**src/common/ls_params.svh**
```systemverilog
/* Load/store subsystem widths and depths */

`ifndef LS_PARAMS_SVH
`define LS_PARAMS_SVH

// Data path and address width of the processor
`define LS_DATA_W 32

// Register select width, giving eight registers
`define LS_REG_SEL_W 3

// Local data memory word-address width, 256 words
`define LS_DMEM_AW 8

// Width of one load/store operation word
`define LS_OP_W 15

`endif

```
**src/common/ls_pkg.sv**
```systemverilog
/* Load/store types */
`default_nettype none
`include "ls_params.svh"

package ls_pkg;

  // Operation word from the driver
  // A word access extends the offset with the half bit as its top bit
  typedef struct packed {
    logic                     store;
    logic                     upd;
    logic                     word;
    logic                     half;
    logic [4:0]               ofs;
    logic [`LS_REG_SEL_W-1:0] ptr_sel;
    logic [`LS_REG_SEL_W-1:0] data_sel;
  } ls_op_t;

  // No-wait local bus request, addr holds the word address
  typedef struct packed {
    logic                 valid;
    logic                 wr;
    logic [`LS_DATA_W-1:0] addr;
    logic [3:0]           mask;
    logic [`LS_DATA_W-1:0] wdata;
  } ls_req_t;

  // One register file write
  typedef struct packed {
    logic                     valid;
    logic [`LS_REG_SEL_W-1:0] sel;
    logic [`LS_DATA_W-1:0]    data;
  } ls_wb_t;

  // Memory word seen either as bytes or as halfwords
  typedef union packed {
    logic [3:0][7:0]  b;
    logic [1:0][15:0] h;
  } ls_word_u;

  // Posted remote store, addr is word aligned
  typedef struct packed {
    logic [`LS_DATA_W-1:0] addr;
    logic [3:0]           strb;
    logic [`LS_DATA_W-1:0] data;
  } ls_rmt_wr_t;

endpackage

`default_nettype wire

```
**src/source/ls_regfile.sv**
```systemverilog
/* Register file */
`timescale 1ns/100ps
`default_nettype none
`include "ls_params.svh"

module ls_regfile
  import ls_pkg::*;
(
  input  wire logic                     CLK,
  input  wire logic                     RST,
  input  wire logic [`LS_REG_SEL_W-1:0] ptr_sel,
  input  wire logic [`LS_REG_SEL_W-1:0] store_sel,
  input  wire ls_wb_t                   load_wb,
  input  wire ls_wb_t                   ptr_wb,
  input  wire ls_wb_t                   preload,
  output logic [`LS_DATA_W-1:0]         ptr,
  output logic [`LS_DATA_W-1:0]         store_data
);

  logic [`LS_DATA_W-1:0] regs [2**`LS_REG_SEL_W];

  // Later writes win, so load_wb beats ptr_wb which beats preload
  always_ff @(posedge CLK or posedge RST)
  begin
    if (RST)
      regs <= '{default: '0};
    else
    begin
      if (preload.valid)
        regs[preload.sel] <= preload.data;
      if (ptr_wb.valid)
        regs[ptr_wb.sel] <= ptr_wb.data;
      if (load_wb.valid)
        regs[load_wb.sel] <= load_wb.data;
    end
  end

  // Both read ports are combinational
  assign ptr        = regs[ptr_sel];
  assign store_data = regs[store_sel];

endmodule

`default_nettype wire

```
**config.mk**
```make
export PLATFORM = sky130hd
export DESIGN_NAME = ls_regfile
export DESIGN_NICKNAME = d
export VERILOG_FILES = /design/src/common/ls_pkg.sv /design/src/source/ls_regfile.sv
export VERILOG_INCLUDE_DIRS = /design/src /design/src/common
export SDC_FILE = /design/constraint.sdc
export NUM_CORES = 1
export LEC_CHECK = 0
export ABC_AREA = 1
export BUFFER_PORTS_ARGS = -buffer_cell sky130_fd_sc_hd__buf_2
export CAP_MARGIN = 0
export CORE_ASPECT_RATIO = 0.75
export CORE_MARGIN = 1.5
export CORE_UTILIZATION = 45
export CTS_CLUSTER_DIAMETER = 80
export DETAILED_ROUTE_END_ITERATION = 10
export REMOVE_ABC_BUFFERS = 1
export SLEW_MARGIN = 25
export SYNTH_ARGS = -nofsm -noshare
export SYNTH_HDL_FRONTEND = slang
export SYNTH_SLANG_ARGS = --single-unit
export TNS_END_PERCENT = 100
```
**constraint.sdc**
```tcl
create_clock -name CLK -period 19.2 [get_ports CLK]
set_input_delay 2.88 -clock CLK [delete_from_list [all_inputs] [get_ports CLK]]
set_output_delay 2.88 -clock CLK [all_outputs]
set_load 0.02 [all_outputs]
```
==> results.md <==
* Status: completed
* Area occupied by multi-input gates at 12700 um^2
* Final Critical Period at 8.63 ns
* H-tree levels at 1
* Routed WL per cell at 22.1 um
* Via-to-Cell Ratio at 5.71
* Post-cts hold buffer count at 0
* # nets final at 3939
* HP Start: regs[90]
* Post-Synth Simple-Gate Area at 46.9%
* Compound-Gate Fraction of Synth Area at 10.2%
* Worst EP required at 16.32 ns
* Core area at 47700 um^2
* Clock Root Buffer: clkbuf_16
* Die X at 258 um
* Maximum vdd ir drop at 71.0 uV
* PostCTS Resize Cnt at 0
* WHS Endpoint: regs[90]
* Multiplexer share of the synthesized area at 0%
* Netlist Area Pre-Place at 21900 um^2
* Syn avg cell area at 5.61 um^2
* I/O Buffers at 179
* Largest Register: regs
* Worst EP arrival at 5.75 ns
* Clock-pin slew on the worst setup and hold paths at 0.06 ns
* Seq. cell area at 6410 um^2
* Worst setup SP type: input pin
* DR iter-0 viols at 4099
* Area delta synth->final at 8.36%
* Initial core utilization at 45.9%
* Worst skew pair latency at 0.60 ns
* Clk buf depth at 3
* Register-to-Register Setup Slack at 18.33 ns
* Initial antenna violation count at 3
* CTS Sinks at 256
* Via Count at 25600
* Worst Reg-to-Reg Cells at 4
* Setup CP Type: input pin to output pin
* Layout cells sized above 1 at 8.43%
* Top flop regs: regs: 256 flops
* First-pass GRT wire length at 147000 um
* Commonest cells after routing, fill and taps aside: nand2_1, nand3_1, inv_1, dfrtp_1, o211ai_1
* CTS tree: yes
* Die ar. at 50100 um^2
* Register area share after synthesis at 29.2%
* Post-Synth Adder-Cell Area at 0%
* CTS Buf Count at 31
* Worst hold path class: flop to flop
* Commonest non-fill, non-tap cell in the layout: nand2_1
* Leakage at 13.6 nW
* Placer Congestion at 0.882
* Max reg flops at 256
* Max-cap violation count at 0
* Vias in the first global route at 22500
* Gate count of the mapped netlist at 3907
* Post-route DRC at 0
* Row cnt at 69
* Post-synth cell types at 16
* Xor/xnor cell area share of the yosys netlist at 0%
* Fmax at 0.116 GHz
* Routed Antenna Nets at 0
* CP max FO at 90
* Pin count of the biggest net entering global routing at 133
* Final wirelength at 99000 um
* DPL Wire Length at 51300 um
* Launching point of the worst reg2reg path: regs[152]
* Fin Setup TNS at 0 ns
* Congestion Overflow GR at 0
* DR pass1 iterations at 7
* Pwr Density at 83.2 nW/um^2
* Die H at 194 um
* FF-to-FF End: regs[152]
* Largest family of logic cells by synthesized area: simple AND/OR/NAND/NOR gates
* GRT Total Usage at 38.8%
* Crit. End Element: output pin
* Yosys warns at 0
* Clk_skew at 0 ns
* Setup Viol. Count Final at 0
* Max-slew headroom at 21.8%
* Synth Register Bits at 256
* Final period utilization at 44.9%
* Post-CTS setup buffers at 0
* Io pins at 180
* Fill cells at 5200
* Total Power at 0.00198 W
* Max Slew Vio Count at 0
* Hold Vio Cnt, Final at 0
* Worst Tran Pin Value at 1.17 ns
* Unrepaired setup endpoints after global routing: false
* Hold Path Cell Cnt at 4
critical path, cell delays in order:
cell and delay [ns]:
buf_6 0.46, buf_4 0.84, buf_4 0.75, a21oi_1 0.16, o21ai_0 0.11, nand2_1 0.07, nand2_1 0.06, nand2_1 0.12
buf_2 0.18
worst max path at each step:
stage / from / endpoint
floorplan: RST / regs[0]
global placement: ptr_sel[0] / ptr[1]
detailed placement: ptr_sel[0] / ptr[1]
CTS: ptr_sel[0] / ptr[1]
global route: ptr_sel[0] / ptr[1]
finish: ptr_sel[0] / ptr[1]
metal layers:
metal	vias up	wire length, um	track usage [%]
met2	1841	40100	56.2
met3	206	14300	9.32
met5	-	22	0
li1	12000	-	-
met1	11500	41700	56.6
met4	4	2860	11.2
Yosys cell counts:
master    instances  area (um^2)
a21oi_1          96          480
buf_4             4         30.0
buf_1            69          259
dfrtp_1         256         6410
inv_1           404         1520
nand2_1        1947         7310
inv_2             9         33.8
o211ai_1        192         1440
o21ai_0          64          320
clkinv_1          1         3.75
buf_2            81          405
nor2_2            7         43.8
nand3_1         577         2890
nor2_1           11         41.3
clkbuf_2         25          125
clkbuf_1        164          616
power by group:
part / internal (W) / leakage, nW / switching (W) / total (W)
Sequential: 0.000657 / 3.07 / 0.0000851 / 0.000742
Combinational: 0.000203 / 10.0 / 0.000427 / 0.000630
Clock: 0.000344 / 0.504 / 0.000260 / 0.000604
Total: 0.00120 / 13.6 / 0.000772 / 0.00198
final cells by class:
type | instances | area share [%]
Clock buffer | 45 | 3.91
Tap cell | 639 | 3.37
Clock inverter | 9 | 0.295
Antenna cell | 1 | 0.0105
Inverter | 414 | 6.61
Timing Repair Buffer | 226 | 5.47
Multi-Input combinational cell | 2894 | 53.4
Sequential cell | 256 | 27.0
kinds of logic after synthesis:
logic type             after synthesis
AND/OR/NAND/NOR                   2542
AO/OA/AOI/OAI                      352
buffers and inverters              757
flip-flops                         256
metrics by stage:
step,worst slack (ns),util [%],hold slack [ns],instances,cell area (um^2)
2_1_floorplan,9.28,-,0.534,3564,20500
3_3_place_gp,10.75,47.5,0.557,4428,22700
3_5_place_dp,10.71,47.6,0.553,4428,22700
4_1_cts,10.70,49.7,0.566,4482,23700
5_1_grt,10.40,49.7,0.586,4484,23800
6_report,10.57,49.7,0.568,4484,23800
No activity file was read; power rests on OpenSTA's default activity.
