File: src/common/ls_params.svh
/* Load/store subsystem widths and depths */

`ifndef LS_PARAMS_SVH
`define LS_PARAMS_SVH

// Data path and address width of the processor
`define LS_DATA_W 32

// Register select width, giving eight registers
`define LS_REG_SEL_W 3

// Local data memory word-address width, 256 words
`define LS_DMEM_AW 8

// Width of one load/store operation word
`define LS_OP_W 15

`endif

File: src/common/ls_pkg.sv
/* Load/store types */
`default_nettype none
`include "ls_params.svh"

package ls_pkg;

  // Operation word from the driver
  // A word access extends the offset with the half bit as its top bit
  typedef struct packed {
    logic                     store;
    logic                     upd;
    logic                     word;
    logic                     half;
    logic [4:0]               ofs;
    logic [`LS_REG_SEL_W-1:0] ptr_sel;
    logic [`LS_REG_SEL_W-1:0] data_sel;
  } ls_op_t;

  // No-wait local bus request, addr holds the word address
  typedef struct packed {
    logic                 valid;
    logic                 wr;
    logic [`LS_DATA_W-1:0] addr;
    logic [3:0]           mask;
    logic [`LS_DATA_W-1:0] wdata;
  } ls_req_t;

  // One register file write
  typedef struct packed {
    logic                     valid;
    logic [`LS_REG_SEL_W-1:0] sel;
    logic [`LS_DATA_W-1:0]    data;
  } ls_wb_t;

  // Memory word seen either as bytes or as halfwords
  typedef union packed {
    logic [3:0][7:0]  b;
    logic [1:0][15:0] h;
  } ls_word_u;

  // Posted remote store, addr is word aligned
  typedef struct packed {
    logic [`LS_DATA_W-1:0] addr;
    logic [3:0]           strb;
    logic [`LS_DATA_W-1:0] data;
  } ls_rmt_wr_t;

endpackage

`default_nettype wire

File: src/source/ls_remote_bridge.sv
/* Remote store bridge */
`timescale 1ns/100ps
`default_nettype none
`include "ls_params.svh"

module ls_remote_bridge
  import ls_pkg::*;
#(
  parameter int QUEUE_DEPTH = 4
)
(
  input  wire logic              CLK,
  input  wire logic              RST,
  input  wire logic              push,
  input  wire ls_rmt_wr_t        wr,
  input  wire logic              awready,
  input  wire logic              wready,
  input  wire logic              bvalid,
  input  wire logic [1:0]        bresp,
  output logic                   full,
  output logic                   awvalid,
  output logic [`LS_DATA_W-1:0]  awaddr,
  output logic                   wvalid,
  output logic [`LS_DATA_W-1:0]  wdata,
  output logic [3:0]             wstrb,
  output logic                   bready
);

  // Depth is a power of two so the pointers wrap on their own
  localparam int PTR_W = $clog2(QUEUE_DEPTH);
  localparam int CNT_W = $clog2(QUEUE_DEPTH + 1);

  ls_rmt_wr_t       queue [QUEUE_DEPTH];
  ls_rmt_wr_t       head;
  logic [PTR_W-1:0] wr_ptr;
  logic [PTR_W-1:0] rd_ptr;
  logic [CNT_W-1:0] count;
  logic             aw_done;
  logic             w_done;
  logic             pop;

  always_ff @(posedge CLK)
  begin
    if (push)
      queue[wr_ptr] <= wr;
  end

  assign head = queue[rd_ptr];
  // B may be taken at any time, the slave only answers after AW and W
  assign bready = 1'b1;
  assign pop    = bvalid && bready;

  // Full also counts a push in flight, so the driver sees it one op early
  assign full = (count == CNT_W'(QUEUE_DEPTH)) ||
                (push && count == CNT_W'(QUEUE_DEPTH - 1));

  always_ff @(posedge CLK or posedge RST)
  begin
    if (RST)
    begin
      wr_ptr  <= '0;
      rd_ptr  <= '0;
      count   <= '0;
      aw_done <= 1'b0;
      w_done  <= 1'b0;
    end
    else
    begin
      if (push)
        wr_ptr <= wr_ptr + 1'b1;
      if (pop)
        rd_ptr <= rd_ptr + 1'b1;
      count <= count + CNT_W'(push) - CNT_W'(pop);
      // Each channel finishes on its own handshake
      if (pop)
      begin
        aw_done <= 1'b0;
        w_done  <= 1'b0;
      end
      else
      begin
        if (awvalid && awready)
          aw_done <= 1'b1;
        if (wvalid && wready)
          w_done <= 1'b1;
      end
    end
  end

  assign awvalid = (count != '0) && !aw_done;
  assign wvalid  = (count != '0) && !w_done;
  assign awaddr  = head.addr;
  assign wdata   = head.data;
  assign wstrb   = head.strb;

  a_aw_stable: assert property (@(posedge CLK) disable iff (RST)
    awvalid && !awready |=> awvalid && $stable(awaddr));
  a_w_stable: assert property (@(posedge CLK) disable iff (RST)
    wvalid && !wready |=> wvalid && $stable(wdata));
  // Posted stores have no way to report a slave error
  a_bresp_okay: assert property (@(posedge CLK) disable iff (RST)
    bvalid |-> bresp == 2'b00);

endmodule

`default_nettype wire

File: config.mk
export PLATFORM = sky130hd
export DESIGN_NAME = ls_remote_bridge
export DESIGN_NICKNAME = d
export VERILOG_FILES = /design/src/common/ls_pkg.sv /design/src/source/ls_remote_bridge.sv
export VERILOG_INCLUDE_DIRS = /design/src /design/src/common
export SDC_FILE = /design/constraint.sdc
export NUM_CORES = 1
export LEC_CHECK = 0
export ABC_AREA = 1
export BUFFER_PORTS_ARGS = -buffer_cell sky130_fd_sc_hd__buf_2
export CORE_ASPECT_RATIO = 0.7
export CORE_UTILIZATION = 30
export CTS_BUF_LIST = sky130_fd_sc_hd__clkbuf_4 sky130_fd_sc_hd__clkbuf_8 sky130_fd_sc_hd__clkbuf_16
export DETAILED_ROUTE_END_ITERATION = 10
export SLEW_MARGIN = 10
export SYNTH_ARGS = -nofsm -noshare
export SYNTH_HDL_FRONTEND = slang
export SYNTH_SLANG_ARGS = --single-unit
export TNS_END_PERCENT = 50
File: constraint.sdc
create_clock -name CLK -period 3.3 [get_ports CLK]
set_clock_uncertainty 0.2 [all_clocks]
set_input_delay 0.495 -clock CLK [delete_from_list [all_inputs] [get_ports CLK]]
set_output_delay 0.495 -clock CLK [all_outputs]
set_load 0.01 [all_outputs]
==> flow_summary.toml <==
[status]
outcome = "complete, no violations"

[worst_hold_path]
worst_hold_startpoint = "bvalid"
hold_end = "rd_ptr[0]"
min_path_type = "input port to register"
worstHoldPathCells = 2

[pwr]
p_leak_nw = 5.64
power_frac_clock_pct = 26.7
sw_frac_of_total_pct = 33.5
p_sw_mw = 4.02
p_per_area_mw_per_mm2 = 850
internal-power_mw = 7.96
pwr-share-seq_pct = 41.4
peakVddDrop_mv = 0.463
p_comb_share_pct = 31.9

[critical_path]
crit_path_top_delay_cell = "dfrtp_4"
crit_type = "register to primary output"
rr_startpoint = "wr_ptr[0]"
crit_chain = "buf_12, a21oi_1, o21ai_0, nand2_1, buf_2"
r2r_setup_slack_ns = 1.17
max_stage_delay_ns = 0.59
r2r-end = "queue[0][31]"
worstPathMaxFanout = 130
cp.required_ns = 2.60
crit_arrival_ns = 2.12
r2r_cells = 5
cp-start-kind = "register"
critical_path.endpoint_type = "primary output"

[place]
dp_hpwl_um = 12900
io_buffers = 144
dp_cells = 1446
gp_congestion = 0.686

[synthesis]
yosys_register_bits = 281
ys_warn_count = 0
yosys.area.top_type = "edfxtp_1"
synth_cell_types = 17
synth_top_area_share_pct = 73.5
syn_area_mm2 = 0.0111
syn_nets = 934
synthCells = 851
synth_area_leaders = "edfxtp_1, inv_1, nand2_1"
seq_area_frac_synth_pct = 75.5
syn_area_per_cell_um2 = 13.1

[floorplanning]
dieWidth_um = 232
rows = 58
num_io_pins = 148
start_util_pct = 30.7
die_area_mm2 = 0.0378
core_area_mm2 = 0.0362
dieHeight_um = 163

[clocking]
cts_made_buffers = 28
clkLatencyLatePin_ns = 0.54
clock_sinks = 281
cts_resized = 0
clock_path_buffers = 3
cts_tree = "done"
cts-root-buf = "clkbuf_16"
postCtsSetupBuffers = 0
path_clk_slew_ns = 0.06
htreeDepth = 1

[layout]
finish.utilization_pct = 38.9
layout-drive-gt1-share_pct = 19.5
fin_cells = 1572
syn2layout_area_growth_pct = 26.8
final_net_count = 1152

[sta]
relSlewSlack_pct = 60.5
holdWs_ns = 0.0247
fmax_mhz = 356
finalSetupViolCount = 0
hold_viol_final = 0
maxSlewViolCount = 0
fin_crit_ns = 2.81
setup_tns_ns = 0
finalCritPeriodShare_pct = 85.2
grt_setup_unrepaired = "no"
tightestPinTransition_ns = 0.592

[route]
viasPerCell = 4.27
firstDrtPassIters = 4
antenna_left = 0
drc_errors = 0
drt_wl_total_um = 22800
drtIter0Drc = 378
num_vias = 6709
avgRoutedWirePerCell_um = 14.5

[grt]
grt_use_total_pct = 12.0
grt_pass1_wl_um = 35500
overflow = 0
grt_max_degree = 131
antenna_found_initial = 3
grt_pass1_vias = 6466

[flow_run]
max_cap_viol_count = 0
routing by layer:
layer / part of all wire (%) / GRT usage (%) / vias to the layer above
met5: 0 / 0 / -
met4: 1.4 / 2.42 / 0
met3: 5.7 / 3.58 / 31
met2: 47 / 19.6 / 132
met1: 46 / 15.9 / 3160
li1: - / - / 3386
state kept, by name, summed over array words and instances (netlist names):
| name | cells |
|---|---|
| aw_done | 1 |
| wr_ptr | 2 |
| queue | 272 |
| rd_ptr | 2 |
| count | 3 |
| w_done | 1 |
power groups by stage:
stage | clock network (mW) | logic, mW | registers, mW
2_1_floorplan | 0 | 2.51 | 4.89
3_3_place_gp | 0 | 3.82 | 5.01
3_5_place_dp | 0 | 3.84 | 5.04
4_1_cts | 3.30 | 3.92 | 4.96
5_1_grt | 3.43 | 4.33 | 5.03
6_report | 3.20 | 3.82 | 4.96
cell usage after synthesis:
master,count
a21oi_1,70
buf_2,36
buf_4,4
clkbuf_1,7
conb_1,1
dfrtp_1,9
edfxtp_1,272
fa_1,1
ha_1,6
inv_1,151
nand2_1,149
nor2_1,3
o211ai_1,68
o21ai_0,69
o22ai_1,1
xnor2_1,2
xor2_1,2
placed cells by master (no fill, tap or decap), drive strengths merged, types with 2 or more instances in the layout:
master and instances:
buf 162, xnor2 2, inv 147, nor2 3, xor2 2, bufinv 3
clkbuf 38, nand2 149, a21oi 70, o21ai 69, clkinv 12, diode 3
ha 6, o211ai 68, edfxtp 272, dfrtp 9, dlygate4sd3 73
cell families after synthesis:
family	count (synthesis)	share of synthesized area (%)
and+or+nand+nor	152	5.13
adders and majority gates	7	0.856
AOI/OAI and AO/OA	208	10.9
xor gates and xnor gates	4	0.315
other	1	0.0337
DFF	281	75.5
buffers and inverters	198	7.23
what timing repair did:
item | CTS | global route
endpoints found under the setup margin | 0 | 0
hold endpoints to repair | 283 | 0
hold buffers | 73 | 0
worst max-delay path: cells and delay by family (launching register included):
kind	cells	cell delay (ns)
AO/OA/AOI/OAI	2	0.22
flip-flops	1	0.59
buffers and inverters	2	0.53
AND/OR/NAND/NOR	1	0.11
worst max path at each step:
stage / start / to / slack [ns] / depth (start not counted)
after global placement: rd_ptr[1] / wdata[16] / 1.04 / 5
final: rd_ptr[0] / awaddr[19] / 0.49 / 5
after detailed placement: rd_ptr[0] / awaddr[29] / 1.05 / 5
after CTS: rd_ptr[1] / wdata[16] / 0.46 / 5
after global routing: rd_ptr[0] / awaddr[19] / 0.32 / 5
after floorplan: push / queue[0][0] / 0.55 / 3
per-stage QoR:
stage | instance area (um2) | power, mW | worst slack [ns]
after detailed placement | 12400 | 8.88 | 1.05
after CTS | 14100 | 12.2 | 0.457
after global routing | 14100 | 12.8 | 0.318
after floorplan | 11100 | 7.39 | 0.551
final | 14100 | 12.0 | 0.488
after global placement | 12400 | 8.83 | 1.04
final cells by class:
cell class / instances / area, um2
Fill cell: 3442 / 22100
Clock buffer: 38 / 793
Multi-Input combinational cell: 372 / 1920
Sequential cell: 281 / 8400
Antenna cell: 3 / 7.51
Inverter: 151 / 572
Tap cell: 480 / 601
Clock inverter: 12 / 130
Timing Repair Buffer: 235 / 1670
No activity file was read; power rests on OpenSTA's default activity.
