`src/common/ls_params.svh`:
```
/* Load/store subsystem widths and depths */

`ifndef LS_PARAMS_SVH
`define LS_PARAMS_SVH

// Data path and address width of the processor
`define LS_DATA_W 32

// Register select width, giving eight registers
`define LS_REG_SEL_W 3

// Local data memory word-address width, 256 words
`define LS_DMEM_AW 8

// Width of one load/store operation word
`define LS_OP_W 15

`endif

```
`src/common/ls_pkg.sv`:
```
/* Load/store types */
`default_nettype none
`include "ls_params.svh"

package ls_pkg;

  // Operation word from the driver
  // A word access extends the offset with the half bit as its top bit
  typedef struct packed {
    logic                     store;
    logic                     upd;
    logic                     word;
    logic                     half;
    logic [4:0]               ofs;
    logic [`LS_REG_SEL_W-1:0] ptr_sel;
    logic [`LS_REG_SEL_W-1:0] data_sel;
  } ls_op_t;

  // No-wait local bus request, addr holds the word address
  typedef struct packed {
    logic                 valid;
    logic                 wr;
    logic [`LS_DATA_W-1:0] addr;
    logic [3:0]           mask;
    logic [`LS_DATA_W-1:0] wdata;
  } ls_req_t;

  // One register file write
  typedef struct packed {
    logic                     valid;
    logic [`LS_REG_SEL_W-1:0] sel;
    logic [`LS_DATA_W-1:0]    data;
  } ls_wb_t;

  // Memory word seen either as bytes or as halfwords
  typedef union packed {
    logic [3:0][7:0]  b;
    logic [1:0][15:0] h;
  } ls_word_u;

  // Posted remote store, addr is word aligned
  typedef struct packed {
    logic [`LS_DATA_W-1:0] addr;
    logic [3:0]           strb;
    logic [`LS_DATA_W-1:0] data;
  } ls_rmt_wr_t;

endpackage

`default_nettype wire

```
`src/load_store/ls_unit.sv`:
```
/* Load/store unit */
`timescale 1ns/100ps
`default_nettype none
`include "ls_params.svh"

module ls_unit
  import ls_pkg::*;
(
  input  wire logic                     CLK,
  input  wire logic                     RST,
  input  wire logic                     op_valid,
  input  wire ls_op_t                   op,
  input  wire logic [`LS_DATA_W-1:0]    ptr,
  input  wire logic [`LS_DATA_W-1:0]    store_data,
  input  wire ls_word_u                 rd_data,
  input  wire logic                     rmt_full,
  output logic [`LS_REG_SEL_W-1:0]      ptr_sel,
  output logic [`LS_REG_SEL_W-1:0]      store_sel,
  output ls_req_t                       req,
  output logic                          rmt_push,
  output ls_rmt_wr_t                    rmt_wr,
  output ls_wb_t                        ptr_wb,
  output ls_wb_t                        load_wb
);

  // Load tag that follows a local load until its data returns
  typedef struct packed {
    logic                     valid;
    logic                     word;
    logic                     half;
    logic [1:0]               lane;
    logic [`LS_REG_SEL_W-1:0] sel;
  } ld_tag_t;

  logic                  is_half;
  logic                  remote;
  logic [`LS_DATA_W-1:0] addr_ofs;
  logic [`LS_DATA_W-1:0] addr_adj;
  logic [`LS_DATA_W-1:0] addr_next;
  logic [`LS_DATA_W-1:0] addr_eff;
  logic [`LS_DATA_W-1:0] wr_data;
  logic [3:0]            mask;
  ld_tag_t               ld_d1;
  ld_tag_t               ld_d2;
  ld_tag_t               ld_d3;
  ls_word_u              rd_q;

  // The register file answers both selects in the same cycle
  assign ptr_sel   = op.ptr_sel;
  assign store_sel = op.data_sel;
  assign is_half   = !op.word && op.half;

  // Unsigned offset for plain accesses, signed adjustment for pointer updates
  always_comb
  begin
    if (op.word)
    begin
      addr_ofs = {{(`LS_DATA_W-8){1'b0}}, op.half, op.ofs, 2'b00};
      addr_adj = {{(`LS_DATA_W-8){op.half}}, op.half, op.ofs, 2'b00};
    end
    else if (op.half)
    begin
      addr_ofs = {{(`LS_DATA_W-6){1'b0}}, op.ofs, 1'b0};
      addr_adj = {{(`LS_DATA_W-6){op.ofs[4]}}, op.ofs, 1'b0};
    end
    else
    begin
      addr_ofs = {{(`LS_DATA_W-5){1'b0}}, op.ofs};
      addr_adj = {{(`LS_DATA_W-5){op.ofs[4]}}, op.ofs};
    end
  end

  assign addr_next = ptr + (op.upd ? addr_adj : addr_ofs);
  // Post-increment accesses at the old pointer, pre-decrement at the new one
  assign addr_eff  = (op.upd && !addr_adj[`LS_DATA_W-1]) ? ptr : addr_next;
  // Bit 31 selects the remote space
  assign remote    = addr_eff[`LS_DATA_W-1];

  // Store data goes to every lane and the mask picks the addressed one
  always_comb
  begin
    if (op.word)
    begin
      wr_data = store_data;
      mask    = 4'b1111;
    end
    else if (op.half)
    begin
      wr_data = {2{store_data[15:0]}};
      mask    = addr_eff[1] ? 4'b1100 : 4'b0011;
    end
    else
    begin
      wr_data = {4{store_data[7:0]}};
      mask    = 4'b0001 << addr_eff[1:0];
    end
  end

  // Request, pointer update and remote push all register one edge after acceptance
  always_ff @(posedge CLK or posedge RST)
  begin
    if (RST)
    begin
      req      <= '0;
      ptr_wb   <= '0;
      rmt_push <= 1'b0;
      rmt_wr   <= '0;
    end
    else
    begin
      req.valid    <= op_valid && !remote;
      ptr_wb.valid <= op_valid && op.upd;
      // Remote loads are dropped here
      rmt_push     <= op_valid && remote && op.store;
      if (op_valid)
      begin
        req.wr      <= op.store;
        req.addr    <= {2'b00, addr_eff[`LS_DATA_W-1:2]};
        req.mask    <= mask;
        req.wdata   <= wr_data;
        ptr_wb.sel  <= op.ptr_sel;
        ptr_wb.data <= addr_next;
        rmt_wr.addr <= {addr_eff[`LS_DATA_W-1:2], 2'b00};
        rmt_wr.strb <= mask;
        rmt_wr.data <= wr_data;
      end
    end
  end

  // Three tag stages match the request, memory and capture registers
  always_ff @(posedge CLK or posedge RST)
  begin
    if (RST)
    begin
      ld_d1 <= '0;
      ld_d2 <= '0;
      ld_d3 <= '0;
    end
    else
    begin
      ld_d1 <= '{valid: op_valid && !op.store && !remote, word: op.word, half: is_half,
                 lane: addr_eff[1:0], sel: op.data_sel};
      ld_d2 <= ld_d1;
      ld_d3 <= ld_d2;
    end
  end

  // Memory data is valid the cycle after its read registers
  always_ff @(posedge CLK)
  begin
    if (ld_d2.valid)
      rd_q <= rd_data;
  end

  // Pick the addressed lane and zero-extend it
  always_comb
  begin
    load_wb.valid = ld_d3.valid;
    load_wb.sel   = ld_d3.sel;
    if (ld_d3.word)
      load_wb.data = rd_q;
    else if (ld_d3.half)
      load_wb.data = {16'b0, rd_q.h[ld_d3.lane[1]]};
    else
      load_wb.data = {24'b0, rd_q.b[ld_d3.lane]};
  end

  // A push must come from an operation accepted while the queue had room
  a_no_push_full: assert property (@(posedge CLK) disable iff (RST)
    rmt_push |-> !$past(rmt_full));

  // Local loads return after a fixed three cycles
  a_load_latency: assert property (@(posedge CLK) disable iff (RST)
    op_valid && !op.store && !remote |-> ##3 load_wb.valid);

endmodule

`default_nettype wire

```
`config.mk`:
```
export PLATFORM = sky130hd
export DESIGN_NAME = ls_unit
export DESIGN_NICKNAME = d
export VERILOG_FILES = /design/src/common/ls_pkg.sv /design/src/load_store/ls_unit.sv
export VERILOG_INCLUDE_DIRS = /design/src /design/src/common
export SDC_FILE = /design/constraint.sdc
export NUM_CORES = 1
export LEC_CHECK = 0
export ABC_AREA = 1
export BUFFER_PORTS_ARGS = -buffer_cell sky130_fd_sc_hd__buf_2
export CELL_PAD_IN_SITES_DETAIL_PLACEMENT = 0
export CELL_PAD_IN_SITES_GLOBAL_PLACEMENT = 1
export CORE_MARGIN = 5
export CORE_UTILIZATION = 30
export DETAILED_ROUTE_END_ITERATION = 16
export HOLD_SLACK_MARGIN = 0.08
export PLACE_DENSITY_LB_ADDON = 0.1
export SLEW_MARGIN = 20
export SYNTH_ARGS = -nofsm -noshare
export SYNTH_HDL_FRONTEND = slang
export SYNTH_SLANG_ARGS = --single-unit
```
`constraint.sdc`:
```
create_clock -name CLK -period 9.5 [get_ports CLK]
set_input_delay 0.95 -clock CLK [delete_from_list [all_inputs] [get_ports CLK]]
set_output_delay 0.95 -clock CLK [all_outputs]
set_load 0.05 [all_outputs]
```
==> results.cfg <==
[power_and_ir_drop]
vdd_ir_drop_max_v = 0.000129
p_leak_nw = 6.31
power.density_nw_per_um2 = 213

[placed_design]
io_buffers = 326
placed_cell_area_sq_um = 10900
gp_congestion = 0.872
dp_hpwl_mm = 24.2

[routing]
wl_met3_mm = 1.55
wirelength_mm = 31.5
drtAntennaViolNets = 0
wl_met1_mm = 14.0
drc = 0
dr_total_vias = 8557
viasPerCell = 4.50
dr.pass1.iters = 4
post_drt_wl_per_cell_microns = 16.6
drt_iter0_markers = 343
dr.max_layer_used = met5
met2WireLength_mm = 15.6

[yosys]
postSynthAreaPerCell_sq_um = 7.59
async_flop_share_pct = 80.1
yosys_most_used_dff = dfrtp_1
seq_area_frac_synth_pct = 44.0
synth_compound_area_share_pct = 11.6
synth_top_family_by_area = simple AND/OR/NAND/NOR gates
synth_seq_cells = 161
synth_area_sq_um = 9530
synth_edf_count = 32
yosysUniqueCellTypes = 42
ys_warn_count = 0
yosys.area_share.xor_xnor_pct = 1.38
synthMuxAreaShare_pct = 0
synthCells = 1256
yosys.area_share.simple_pct = 24.6
synth_fa_ha_area_share_pct = 4.28

[critical_path]
cp.required_ns = 9.83
worstSetupPathType = in2reg
cp.arrival_ns = 4.24
cp_max_fo = 39
r2r_cells = 1
cp-end-kind = flop
startpoint_type = input port

[timing]
skew_ns = 0.0122
period_needed_ns = 3.91
max_slew.worst_pin.slew_ns = 0.900
hold_viol = 0
slew_headroom_pct = 39.9
slew_viol_final = 0
period_share_pct = 41.1
finalSetupViolations = 0
tns_ns = 0
fmax_mhz = 256
rsz0062_at_grt = no

[clocking]
clk_pin_slew_ns = 0.07
cts_setup_buffers = 0
cts_tree = yes
clock_latency_ns = 0.44
cts_buffers = 17
ctsRootBufferMaster = clkbuf_16
cts_max_level = 4
hold_buffers = 0
cts.sinks = 161
clockBufferDepth = 2
cts_resized = 0

[min_path]
hold_path_class = reg2reg
min_path_cells = 0

[die]
row_count = 65
ios = 332
die_area_sq_um = 35400
die_w_microns = 188
core_sq_um = 31500
dieHeight_microns = 188
initial_core_util_pct = 30.3

[finish]
multi_input_area_sq_um = 4010
layout-drive-gt1-share_pct = 27.0
fillerInstances = 3440
seqCellArea_sq_um = 4190
nNetsFinal = 1634
syn_to_final_growth_pct = 20.9
most-common-layout-cells = nand2_1 (386), buf_2 (326), inv_1 (139)
fin_area_sq_um = 11500
layout_commonest_cell = nand2_1

[global_routing]
antenna_found_initial = 3
grt_overflow = 0
grt_pass1_vias = 8545
grt_pass1_wl_mm = 49.2
grt_max_degree = 68
grt_use_total_pct = 17.7

[outcome]
status = complete, no violations

[flow_run]
drv_cap = 0
-- worst paths after layout --
path | slack [ns] | from | end
setup / recovery | 5.59 | op[12] | req[55]
hold / removal | 0.34 | ld_d1[6] | ld_d2[6]
setup reg to reg | 8.42 | ld_d2[7] | rd_q[20]
hold reg to reg | 0.34 | ld_d1[6] | ld_d2[6]
max in group asynchronous | 7.58 | RST | ptr_wb[21]
min in group asynchronous | 0.62 | RST | rmt_wr[6]
-- per-layer routing --
layer  global-route usage (%)  up-vias
li1                         -     4380
met1                     22.1     3925
met2                     30.8      225
met3                     4.32       25
met4                     4.52        2
met5                        0        -
-- through the flow --
stage,power (mW),setup WS [ns],hold WS (ns),utilization [%],instances
3_5_place_dp,1.79,5.03,0.336,34.7,1870
5_1_grt,2.59,5.13,0.359,36.6,1903
3_3_place_gp,1.79,5.03,0.332,34.7,1870
2_1_floorplan,1.60,5.11,0.331,-,1259
6_report,2.45,5.59,0.341,36.6,1903
4_1_cts,2.49,5.51,0.347,36.6,1902
-- cells by family (layout without fill, tap and decap cells) --
| family | after synthesis | in the layout |
|---|---|---|
| AOI/OAI and AO/OA | 203 | 203 |
| xor gates and xnor gates | 15 | 15 |
| adders and majority gates | 32 | 32 |
| buffers and inverters | 269 | 510 |
| DFF | 161 | 161 |
| other | 1 | 5 |
| and+or+nand+nor | 575 | 575 |
-- cell type report --
class                           count  share of cell area, %
Sequential cell                   161                   36.4
Timing Repair Buffer              332                   14.6
Clock buffer                       18                   3.81
Inverter                          146                   4.82
Clock inverter                     14                   1.25
Tap cell                          402                   4.37
Antenna cell                        1                 0.0217
Multi-Input combinational cell    829                   34.8
-- state kept, by name, indices dropped and copies added, names as in the netlist --
signal,cells
rmt_push,1
rd_q,32
ptr_wb,36
load_wb,4
req,32
ld_d3,4
ld_d2,8
ld_d1,8
rmt_wr,36
-- where the power goes --
part	total, mW	internal, mW	switching (mW)
Sequential	0.845	0.787	0.0573
Combinational	0.923	0.202	0.722
Clock	0.687	0.356	0.331
-- synthesized netlist by cell type (all sizes together) (7+ instances only) --
library cell | count | share of area (%)
a21oi | 80 | 4.3
a31oi | 10 | 0.66
buf | 95 | 7.3
clkbuf | 28 | 1.1
dfrtp | 129 | 34
edfxtp | 32 | 10
ha | 31 | 4.1
inv | 145 | 5.7
nand2 | 403 | 16
nand3 | 53 | 2.9
nor2 | 100 | 4.0
o21ai | 82 | 4.3
o22ai | 11 | 0.72
o31ai | 8 | 0.63
or2 | 7 | 0.46
xor2 | 10 | 0.92
-- critical path: stages --
cell and delay, ns:
buf_2 0.10, buf_4 0.26, inv_1 0.22, nand2_1 0.09, nand2_2 0.09, nand2_1 0.14
inv_1 0.69, ha_1 0.44, nand2_1 0.21, inv_1 0.06, nand2_1 0.06, nand2_1 0.07
a21oi_1 0.12, nand2_1 0.19, nand2_1 0.14, nand2_1 0.06, nand2_1 0.07, nand3_1 0.07
nand3_1 0.10, nand2_1 0.06
No activity file was read; power rests on OpenSTA's default activity.
